### src/source/filter_defines.svh
`ifndef FILTER_DEFINES_SVH
`define FILTER_DEFINES_SVH

// --------------------
// Data word layout
// --------------------

// Fields per data word
`define FILTER_NUM_FIELDS 4

// Bits per field
`define FILTER_FIELD_W 16

// Response offset width
`define FILTER_OFFSET_W 8

// --------------------
// Configuration path
// --------------------

// Words in one configuration sequence
`define FILTER_SEQ_LEN 6

// Configuration queue entries
`define FILTER_CFG_FIFO_DEPTH 4

// Setup period of the queue after reset
`define FILTER_FIFO_RST_CYCLES 4

`endif

### src/source/filter_pkg.sv
`default_nettype none

`include "filter_defines.svh"

package filter_pkg;

    // --------------------
    // Vector types
    // --------------------

    // One field of a data word
    typedef logic [`FILTER_FIELD_W-1:0] field_t;

    // Packet or response data word
    typedef logic [`FILTER_NUM_FIELDS*`FILTER_FIELD_W-1:0] data_word_t;

    // Offset of a response word
    typedef logic [`FILTER_OFFSET_W-1:0] offset_t;

    // One bit per field
    typedef logic [`FILTER_NUM_FIELDS-1:0] field_mask_t;

    // Operand select matrix, bit i*N+j picks field j as operand of field i
    typedef logic [`FILTER_NUM_FIELDS*`FILTER_NUM_FIELDS-1:0] ops_mask_t;

    // One-hot position inside a configuration sequence
    typedef logic [`FILTER_SEQ_LEN-1:0] seq_onehot_t;

    // --------------------
    // Operations
    // --------------------

    // All compares are unsigned
    typedef enum logic [1:0] {
        OP_EQ = 2'd0,
        OP_NE = 2'd1,
        OP_LT = 2'd2,
        OP_GT = 2'd3
    } filter_op_e;

endpackage : filter_pkg

`default_nettype wire

### src/source/filter_cfg_if.sv
`timescale 1ns/10ps
`default_nettype none

interface filter_cfg_if;

    // Strobe, one cycle per configuration
    logic                    valid;

    // Condition parameters
    filter_pkg::filter_op_e  op;
    filter_pkg::field_mask_t filter_mask;
    filter_pkg::field_mask_t const_mask;
    filter_pkg::data_word_t  const_value;
    filter_pkg::ops_mask_t   ops_mask;
    logic                    filter_pass;

    modport src (
        output valid,
        output op,
        output filter_mask,
        output const_mask,
        output const_value,
        output ops_mask,
        output filter_pass
    );

    modport sink (
        input valid,
        input op,
        input filter_mask,
        input const_mask,
        input const_value,
        input ops_mask,
        input filter_pass
    );

endinterface : filter_cfg_if

`default_nettype wire

### src/source/filter_cond_config_assembler.sv
`timescale 1ns/10ps
`default_nettype none

`include "filter_defines.svh"

module filter_cond_config_assembler #(
    parameter filter_pkg::offset_t SEQ_BASE = '0
) (
    input  logic                   ap_clk,
    input  logic                   rst_n,
    input  logic                   resp_valid,
    input  filter_pkg::offset_t    resp_offset,
    input  filter_pkg::data_word_t resp_data,
    filter_cfg_if.src              cfg_out
);

    // End of the offset window, exclusive
    localparam int unsigned SEQ_END = SEQ_BASE + `FILTER_SEQ_LEN;

    localparam int OP_W   = $bits(filter_pkg::filter_op_e);
    localparam int MASK_W = $bits(filter_pkg::field_mask_t);
    localparam int OPS_W  = $bits(filter_pkg::ops_mask_t);

    logic                    resp_valid_q;
    filter_pkg::offset_t     resp_offset_q;
    filter_pkg::data_word_t  resp_data_q;

    // Position of the next expected word, zero when no sequence is open
    filter_pkg::seq_onehot_t seq_pos;
    filter_pkg::seq_onehot_t cur_pos;

    logic                    in_window;
    logic                    base_hit;
    logic                    seq_open;
    logic                    take_word;

    // --------------------
    // Input register
    // --------------------
    always_ff @(posedge ap_clk) begin
        if (!rst_n) begin
            resp_valid_q <= 1'b0;
        end else begin
            resp_valid_q <= resp_valid;
        end
    end

    always_ff @(posedge ap_clk) begin
        resp_offset_q <= resp_offset;
        resp_data_q   <= resp_data;
    end

    // --------------------
    // Window and sequence
    // --------------------
    assign in_window = (resp_offset_q >= SEQ_BASE) && (resp_offset_q < SEQ_END);
    assign base_hit  = (resp_offset_q == SEQ_BASE);
    assign seq_open  = |seq_pos;

    // Stray in-window words are dropped until a base word opens a sequence
    assign take_word = resp_valid_q && in_window && (seq_open || base_hit);
    assign cur_pos   = seq_open ? seq_pos : filter_pkg::seq_onehot_t'(1);

    always_ff @(posedge ap_clk) begin
        if (!rst_n) begin
            seq_pos       <= '0;
            cfg_out.valid <= 1'b0;
        end else begin
            // Last position completes the configuration
            cfg_out.valid <= take_word && cur_pos[`FILTER_SEQ_LEN-1];
            if (take_word) begin
                // Shifting past the last position closes the sequence
                seq_pos <= cur_pos << 1;
            end
        end
    end

    // --------------------
    // Field capture
    // --------------------
    always_ff @(posedge ap_clk) begin
        if (take_word) begin
            case (cur_pos)
                filter_pkg::seq_onehot_t'(1 << 0): begin
                    cfg_out.op <= filter_pkg::filter_op_e'(resp_data_q[OP_W-1:0]);
                end
                filter_pkg::seq_onehot_t'(1 << 1): begin
                    cfg_out.filter_mask <= resp_data_q[MASK_W-1:0];
                end
                filter_pkg::seq_onehot_t'(1 << 2): begin
                    cfg_out.const_mask <= resp_data_q[MASK_W-1:0];
                end
                filter_pkg::seq_onehot_t'(1 << 3): begin
                    cfg_out.const_value <= resp_data_q;
                end
                filter_pkg::seq_onehot_t'(1 << 4): begin
                    cfg_out.ops_mask <= resp_data_q[OPS_W-1:0];
                end
                filter_pkg::seq_onehot_t'(1 << 5): begin
                    cfg_out.filter_pass <= resp_data_q[0];
                end
                default: begin
                end
            endcase
        end
    end

endmodule : filter_cond_config_assembler

`default_nettype wire

### src/source/filter_cfg_fifo.sv
`timescale 1ns/10ps
`default_nettype none

`include "filter_defines.svh"

module filter_cfg_fifo (
    input  logic       ap_clk,
    input  logic       rst_n,
    filter_cfg_if.sink cfg_in,
    input  logic       pop,
    filter_cfg_if.src  cfg_out,
    output logic       ready,
    output logic       full,
    output logic       setup
);

    localparam int DEPTH  = `FILTER_CFG_FIFO_DEPTH;
    localparam int PTR_W  = (DEPTH > 1) ? $clog2(DEPTH) : 1;
    localparam int CNT_W  = $clog2(DEPTH + 1);
    localparam int RST_W  = $clog2(`FILTER_FIFO_RST_CYCLES + 1);

    localparam int OP_W   = $bits(filter_pkg::filter_op_e);
    localparam int MASK_W = $bits(filter_pkg::field_mask_t);
    localparam int DATA_W = $bits(filter_pkg::data_word_t);
    localparam int OPS_W  = $bits(filter_pkg::ops_mask_t);

    // Packed entry, filter_pass in bit 0 and op on top
    localparam int OPS_LSB = 1;
    localparam int CV_LSB  = OPS_LSB + OPS_W;
    localparam int CM_LSB  = CV_LSB + DATA_W;
    localparam int FM_LSB  = CM_LSB + MASK_W;
    localparam int OP_LSB  = FM_LSB + MASK_W;
    localparam int CFG_W   = OP_LSB + OP_W;

    logic [CFG_W-1:0] mem [DEPTH];
    logic [CFG_W-1:0] wr_word;
    logic [CFG_W-1:0] rd_word;
    logic [PTR_W-1:0] wr_ptr;
    logic [PTR_W-1:0] rd_ptr;
    logic [CNT_W-1:0] count;
    logic [RST_W-1:0] rst_cnt;
    logic             do_push;
    logic             do_pop;

    function automatic logic [PTR_W-1:0] next_ptr(input logic [PTR_W-1:0] ptr);
        if (ptr == PTR_W'(DEPTH - 1)) begin
            return '0;
        end
        return ptr + 1'b1;
    endfunction

    // --------------------
    // Status
    // --------------------
    assign setup   = (rst_cnt != '0);
    assign ready   = (count != '0);
    assign full    = (count == CNT_W'(DEPTH));
    assign do_push = cfg_in.valid && !setup && !full;
    assign do_pop  = pop && !setup && ready;

    // Reset busy period
    always_ff @(posedge ap_clk) begin
        if (!rst_n) begin
            rst_cnt <= RST_W'(`FILTER_FIFO_RST_CYCLES);
        end else if (setup) begin
            rst_cnt <= rst_cnt - 1'b1;
        end
    end

    always_ff @(posedge ap_clk) begin
        if (!rst_n) begin
            wr_ptr        <= '0;
            rd_ptr        <= '0;
            count         <= '0;
            cfg_out.valid <= 1'b0;
        end else begin
            cfg_out.valid <= do_pop;
            if (do_push) begin
                wr_ptr <= next_ptr(wr_ptr);
            end
            if (do_pop) begin
                rd_ptr <= next_ptr(rd_ptr);
            end
            count <= count + CNT_W'(do_push) - CNT_W'(do_pop);
        end
    end

    // --------------------
    // Storage
    // --------------------
    assign wr_word = {cfg_in.op, cfg_in.filter_mask, cfg_in.const_mask,
                      cfg_in.const_value, cfg_in.ops_mask, cfg_in.filter_pass};

    always_ff @(posedge ap_clk) begin
        if (do_push) begin
            mem[wr_ptr] <= wr_word;
        end
        if (do_pop) begin
            rd_word <= mem[rd_ptr];
        end
    end

    assign cfg_out.op          = filter_pkg::filter_op_e'(rd_word[OP_LSB +: OP_W]);
    assign cfg_out.filter_mask = rd_word[FM_LSB +: MASK_W];
    assign cfg_out.const_mask  = rd_word[CM_LSB +: MASK_W];
    assign cfg_out.const_value = rd_word[CV_LSB +: DATA_W];
    assign cfg_out.ops_mask    = rd_word[OPS_LSB +: OPS_W];
    assign cfg_out.filter_pass = rd_word[0];

endmodule : filter_cfg_fifo

`default_nettype wire

### src/source/filter_cond_engine.sv
`timescale 1ns/10ps
`default_nettype none

`include "filter_defines.svh"

module filter_cond_engine (
    input  logic                   ap_clk,
    input  logic                   rst_n,
    input  logic                   cfg_load,
    filter_cfg_if.sink             cfg_in,
    output logic                   pop,
    input  logic                   in_valid,
    input  filter_pkg::data_word_t in_data,
    output logic                   out_valid,
    output filter_pkg::data_word_t out_data,
    output logic                   out_keep
);

    localparam int NF = `FILTER_NUM_FIELDS;
    localparam int FW = `FILTER_FIELD_W;

    // Active configuration
    filter_pkg::filter_op_e  act_op;
    filter_pkg::field_mask_t act_filter_mask;
    filter_pkg::field_mask_t act_const_mask;
    filter_pkg::data_word_t  act_const_value;
    filter_pkg::ops_mask_t   act_ops_mask;
    logic                    act_filter_pass;

    filter_pkg::field_t      opb [NF];

    // Stage 1, packet with its operands and the parameters it needs later
    logic                    s1_valid;
    filter_pkg::data_word_t  s1_data;
    filter_pkg::field_t      s1_opb [NF];
    filter_pkg::filter_op_e  s1_op;
    filter_pkg::field_mask_t s1_filter_mask;
    logic                    s1_filter_pass;

    filter_pkg::field_mask_t cond_bits;
    logic                    cond;

    function automatic logic apply_op(input filter_pkg::filter_op_e op,
                                      input filter_pkg::field_t a,
                                      input filter_pkg::field_t b);
        case (op)
            filter_pkg::OP_EQ: return a == b;
            filter_pkg::OP_NE: return a != b;
            filter_pkg::OP_LT: return a < b;
            filter_pkg::OP_GT: return a > b;
            default:           return 1'b0;
        endcase
    endfunction

    // --------------------
    // Configuration load
    // --------------------
    always_ff @(posedge ap_clk) begin
        if (!rst_n) begin
            pop             <= 1'b0;
            // Reset configuration keeps every packet
            act_op          <= filter_pkg::OP_EQ;
            act_filter_mask <= '0;
            act_const_mask  <= '0;
            act_const_value <= '0;
            act_ops_mask    <= '0;
            act_filter_pass <= 1'b1;
        end else begin
            pop <= cfg_load;
            if (cfg_in.valid) begin
                act_op          <= cfg_in.op;
                act_filter_mask <= cfg_in.filter_mask;
                act_const_mask  <= cfg_in.const_mask;
                act_const_value <= cfg_in.const_value;
                act_ops_mask    <= cfg_in.ops_mask;
                act_filter_pass <= cfg_in.filter_pass;
            end
        end
    end

    // --------------------
    // Stage 1
    // --------------------
    // Constant wins, otherwise lowest selected field, otherwise zero
    always_comb begin
        for (int i = 0; i < NF; i++) begin
            opb[i] = '0;
            for (int j = NF - 1; j >= 0; j--) begin
                if (act_ops_mask[i*NF + j]) begin
                    opb[i] = in_data[j*FW +: FW];
                end
            end
            if (act_const_mask[i]) begin
                opb[i] = act_const_value[i*FW +: FW];
            end
        end
    end

    always_ff @(posedge ap_clk) begin
        if (!rst_n) begin
            s1_valid <= 1'b0;
        end else begin
            s1_valid <= in_valid;
        end
    end

    always_ff @(posedge ap_clk) begin
        s1_data        <= in_data;
        s1_opb         <= opb;
        s1_op          <= act_op;
        s1_filter_mask <= act_filter_mask;
        s1_filter_pass <= act_filter_pass;
    end

    // --------------------
    // Stage 2
    // --------------------
    always_comb begin
        for (int i = 0; i < NF; i++) begin
            cond_bits[i] = apply_op(s1_op, s1_data[i*FW +: FW], s1_opb[i]);
        end
    end

    // Unmasked fields count as true
    assign cond = &(cond_bits | ~s1_filter_mask);

    always_ff @(posedge ap_clk) begin
        if (!rst_n) begin
            out_valid <= 1'b0;
        end else begin
            out_valid <= s1_valid;
        end
    end

    always_ff @(posedge ap_clk) begin
        out_data <= s1_data;
        out_keep <= (cond == s1_filter_pass);
    end

endmodule : filter_cond_engine

`default_nettype wire

### src/source/filter_cond_top.sv
`timescale 1ns/10ps
`default_nettype none

module filter_cond_top #(
    parameter filter_pkg::offset_t SEQ_BASE = '0
) (
    input  logic                   ap_clk,
    input  logic                   rst_n,
    // Configuration response stream
    input  logic                   resp_valid,
    input  filter_pkg::offset_t    resp_offset,
    input  filter_pkg::data_word_t resp_data,
    // Configuration queue control and status
    input  logic                   cfg_load,
    output logic                   cfg_ready,
    output logic                   cfg_full,
    output logic                   setup,
    // Packet path
    input  logic                   in_valid,
    input  filter_pkg::data_word_t in_data,
    output logic                   out_valid,
    output filter_pkg::data_word_t out_data,
    output logic                   out_keep
);

    logic cfg_pop;

    filter_cfg_if cfg_push_if ();
    filter_cfg_if cfg_pop_if ();

    // --------------------
    // Response to configuration
    // --------------------
    filter_cond_config_assembler #(
        .SEQ_BASE (SEQ_BASE)
    ) i_config_assembler (
        .ap_clk      (ap_clk),
        .rst_n       (rst_n),
        .resp_valid  (resp_valid),
        .resp_offset (resp_offset),
        .resp_data   (resp_data),
        .cfg_out     (cfg_push_if.src)
    );

    filter_cfg_fifo i_cfg_fifo (
        .ap_clk  (ap_clk),
        .rst_n   (rst_n),
        .cfg_in  (cfg_push_if.sink),
        .pop     (cfg_pop),
        .cfg_out (cfg_pop_if.src),
        .ready   (cfg_ready),
        .full    (cfg_full),
        .setup   (setup)
    );

    // --------------------
    // Packet filter
    // --------------------
    filter_cond_engine i_cond_engine (
        .ap_clk    (ap_clk),
        .rst_n     (rst_n),
        .cfg_load  (cfg_load),
        .cfg_in    (cfg_pop_if.sink),
        .pop       (cfg_pop),
        .in_valid  (in_valid),
        .in_data   (in_data),
        .out_valid (out_valid),
        .out_data  (out_data),
        .out_keep  (out_keep)
    );

endmodule : filter_cond_top

`default_nettype wire

### config.mk
export PLATFORM = sky130hd
export DESIGN_NAME = filter_cond_top
export DESIGN_NICKNAME = d
export VERILOG_FILES = /design/src/source/filter_pkg.sv /design/src/source/filter_cfg_if.sv /design/src/source/filter_cond_config_assembler.sv /design/src/source/filter_cfg_fifo.sv /design/src/source/filter_cond_engine.sv /design/src/source/filter_cond_top.sv
export VERILOG_INCLUDE_DIRS = /design/src /design/src/source
export SDC_FILE = /design/constraint.sdc
export NUM_CORES = 1
export LEC_CHECK = 0
export BUFFER_PORTS_ARGS = -buffer_cell sky130_fd_sc_hd__buf_2
export CAP_MARGIN = 20
export CORE_MARGIN = 4
export CORE_UTILIZATION = 30
export DETAILED_ROUTE_END_ITERATION = 10
export MAX_ROUTING_LAYER = met4
export PLACE_DENSITY_LB_ADDON = 0.15
export RECOVER_POWER = 25
export SLEW_MARGIN = 40
export SYNTH_ARGS = -nofsm -noshare
export SYNTH_HDL_FRONTEND = slang
export SYNTH_SLANG_ARGS = --single-unit
export TNS_END_PERCENT = 100
### constraint.sdc
create_clock -name ap_clk -period 7.2 [get_ports ap_clk]
set_input_delay 1.8 -clock ap_clk [delete_from_list [all_inputs] [get_ports ap_clk]]
set_output_delay 1.8 -clock ap_clk [all_outputs]
set_load 0.02 [all_outputs]
==> metrics <==
status=finished clean; vias in the first global route=18000; Yosys warning total=0; ys flop type=edfxtp_1; clk root buf=clkbuf_16; Sw Pwr=between 2 and 2.5 mW; initial antenna violation count=10; clock power share=47.3%; total track usage=15.9%; # Post-CTS Setup Buffers=0; Logic pwr share=2.1%; WL per Instance=23.0 um; placed insts=3630; commonest non-fill, non-tap cells in the layout=edfxtp_1, dfxtp_1, buf_2; commonest non-fill, non-tap cell in the layout=edfxtp_1; FF+latch area=around 24000 um2; H-tree levels=3; Inserted Clock Buffers=99; CP max FO=46; Reg2Reg Setup Slack=3.28 ns; die area=roughly 110000 um2; Post-Place Cell Area=35400 um2; Max-slew headroom=between 40% and 50%; worst min-delay path category=reg -> reg; Setup TNS=0 ns; cts repair resizes=0; I/O pins=210; Post-Route WL=around 88000 um; multi-input logic area=7850 um2; Leak=between 10 and 15 nW; Row Count=120; required time worst endpoint=around 7.5 ns; sequential fraction of the synthesis area=74.0%; cell seen most often among critical-path stages=buf_4; core area=107000 um2; Worst path max stage delay=0.67 ns; EDFF count, synth=between 500 and 600; Avg Inst Size Synth=15.6 um2; Final Setup Violations=0; layout cell share with drive strength beyond 1=21.5%; Fillers=just over 10000; routed via count=17800; hold path startpoint=i_cond_engine.act_filter_mask[1]; Switching Fraction=20.6%; post-layout instance area=38900 um2; FF-to-FF End=i_config_assembler.cfg_out.const_value[13]; Die H=337 um; routability congestion estimate=~0.86; hold path cells=0; Clock Pin Slew Worst Setup and Hold Paths=0.06 ns; Top delay family on crit path=simple AND/OR/NAND/NOR gates; internal power=8.93 mW; Detail Route Antenna Nets=0; worst path buffer plus inverter count=2; Sequential Power Share=50.6%; post-DP HPWL=about 61000 um; Die X=337 um; Overflow after GRT=0; Hold EP=i_cond_engine.s1_filter_mask[1]; RSZ-0062 raised after global routing=false; Period minus WS final=between 3 and 4 ns; cts hold-fix bufs=0; post-synthesis cell count=2089; I/O Buffers=209; drt drc=0; MaxCap Viol Count=0; largest net degree at the start of global routing=81; R2R cell count=9; Initial Utilization=30.3%; Worst EP arrival=~4.2 ns; Post-Synthesis Cell Area=32500 um2; clk buf depth=3; Async SR Flop Fraction=0%; synth unique cells=54; crit share post-route=54.5%; crit path kind=reg -> reg; drt initial violations=1357; CP max-delay cell=or4_1; Layout area overhead=19.5%; syn nets=2304; final net count=2544; Critical Path, Cell by Cell=or3_1 > nor3_1 > o21a_1 > o22ai_1 > nand4b_1 > or4_1 > nor3b_2 > buf_4 > buf_4; Startpoint Class=flop; skew final=~0.037 ns; Via density=4.66; final core utilization=36.2%; power density over cell area=289 nW/um2; global-route wire length before repair=126000 um; slew at the pin closest to its max-slew limit=0.790 ns; post-route insts no fill=3825; Final Hold Vio Count=0; clock sinks=930; fmax=255 MHz; flops & latches, synth=930; first-pass iteration count of the detailed router=5; worst r2r src=i_config_assembler.seq_pos[4]; CP Capture Type=flop; CTS tree=built; worst skew pair latency=a little under 0.7 ns; worst vdd ir=roughly 0.17 mV; Slew Limit Fails=0
cell type report:
type | count | area share (%)
repair buffers | 244 | 3.67
diodes | 6 | 0.0386
flip-flops and latches | 930 | 61.9
clock inverters | 54 | 1.79
clock buffers | 134 | 7.14
multi-input cells | 978 | 20.2
inverters | 76 | 0.733
well taps | 1403 | 4.51
stage by stage:
step           power [mW]  setup WS (ns)  hold WS (ns)
6_report             11.2           3.28         0.347
5_1_grt              11.7           2.99         0.347
3_5_place_dp         6.04           3.28         0.337
2_1_floorplan        5.88          0.544         0.330
3_3_place_gp         6.03           3.45         0.345
4_1_cts              11.4           3.23         0.344
layer usage:
metal / vias to the layer above / part of all wire, % / global-route usage, %
met3: 118 / 6.2 / 2.95
met4: 0 / 2.0 / 4.19
met1: 8942 / 46 / 22.0
li1: 8209 / - / -
met5: - / 0 / -
met2: 547 / 46 / 24.0
power groups by stage:
stage | logic [mW] | registers (mW) | clock network [mW]
floorplan | 0.0776 | 5.80 | 0
global placement | 0.228 | 5.81 | 0
detailed placement | 0.234 | 5.81 | 0
CTS | 0.236 | 5.69 | 5.48
global route | 0.256 | 5.69 | 5.71
finish | 0.235 | 5.69 | 5.31
logic make-up after synthesis:
kind of cell / synth area share, %
muxes: 9.34
xor gates and xnor gates: 0.108
buffers and inverters: 2.13
DFF: 74.0
adders and majority gates: 2.87
and+or+nand+nor: 5.92
AOI/OAI and AO/OA: 5.63
Yosys cell counts (5+ instances only):
library cell / number / area share [%]
edfxtp_1: 546 / 50
dfxtp_1: 384 / 24
a21oi_1: 155 / 2.4
nor2_1: 141 / 1.6
nor2b_1: 107 / 2.1
mux2i_1: 99 / 3.0
mux4_2: 91 / 6.3
clkbuf_1: 86 / 0.99
nand2_1: 85 / 0.98
inv_1: 76 / 0.88
ha_1: 73 / 2.8
a22oi_1: 65 / 1.5
o21ai_0: 50 / 0.77
o21ai_1: 19 / 0.29
and2_1: 12 / 0.23
nand4_1: 12 / 0.23
buf_1: 11 / 0.13
nand3_1: 8 / 0.12
nor4_1: 8 / 0.15
buf_2: 7 / 0.11
a21o_1: 5 / 0.12
flip-flops by register name (all words and copies together) (netlist names), 4 cells and up:
name,count
i_config_assembler.cfg_out.const_mask,4
i_cfg_fifo.mem,364
i_config_assembler.seq_pos,5
i_cond_engine.act_const_mask,4
i_config_assembler.cfg_out.const_value,64
i_cond_engine.s1_opb,64
i_cfg_fifo.rd_word,91
i_config_assembler.cfg_out.filter_mask,4
i_cond_engine.out_data,64
i_cond_engine.act_filter_mask,4
i_cond_engine.s1_filter_mask,4
i_config_assembler.cfg_out.ops_mask,16
i_cond_engine.act_const_value,64
i_cond_engine.s1_data,64
i_cond_engine.act_ops_mask,16
i_config_assembler.resp_data_q,64
i_config_assembler.resp_offset_q,8
how the worst max path moves through the flow:
stage | from | to | slack [ns] | cells after the start
6_report | i_config_assembler.seq_pos[4] | i_config_assembler.cfg_out.const_value[13] | 3.28 | 9
5_1_grt | i_config_assembler.seq_pos[3] | i_config_assembler.cfg_out.const_value[13] | 2.99 | 9
4_1_cts | i_config_assembler.seq_pos[3] | i_config_assembler.cfg_out.const_value[59] | 3.23 | 9
3_5_place_dp | i_config_assembler.seq_pos[3] | i_config_assembler.cfg_out.const_value[12] | 3.28 | 9
3_3_place_gp | i_config_assembler.seq_pos[4] | i_config_assembler.cfg_out.const_value[8] | 3.45 | 9
2_1_floorplan | i_config_assembler.seq_pos[3] | i_config_assembler.cfg_out.const_value[0] | 0.54 | 7
No activity file was read; power rests on OpenSTA's default activity.
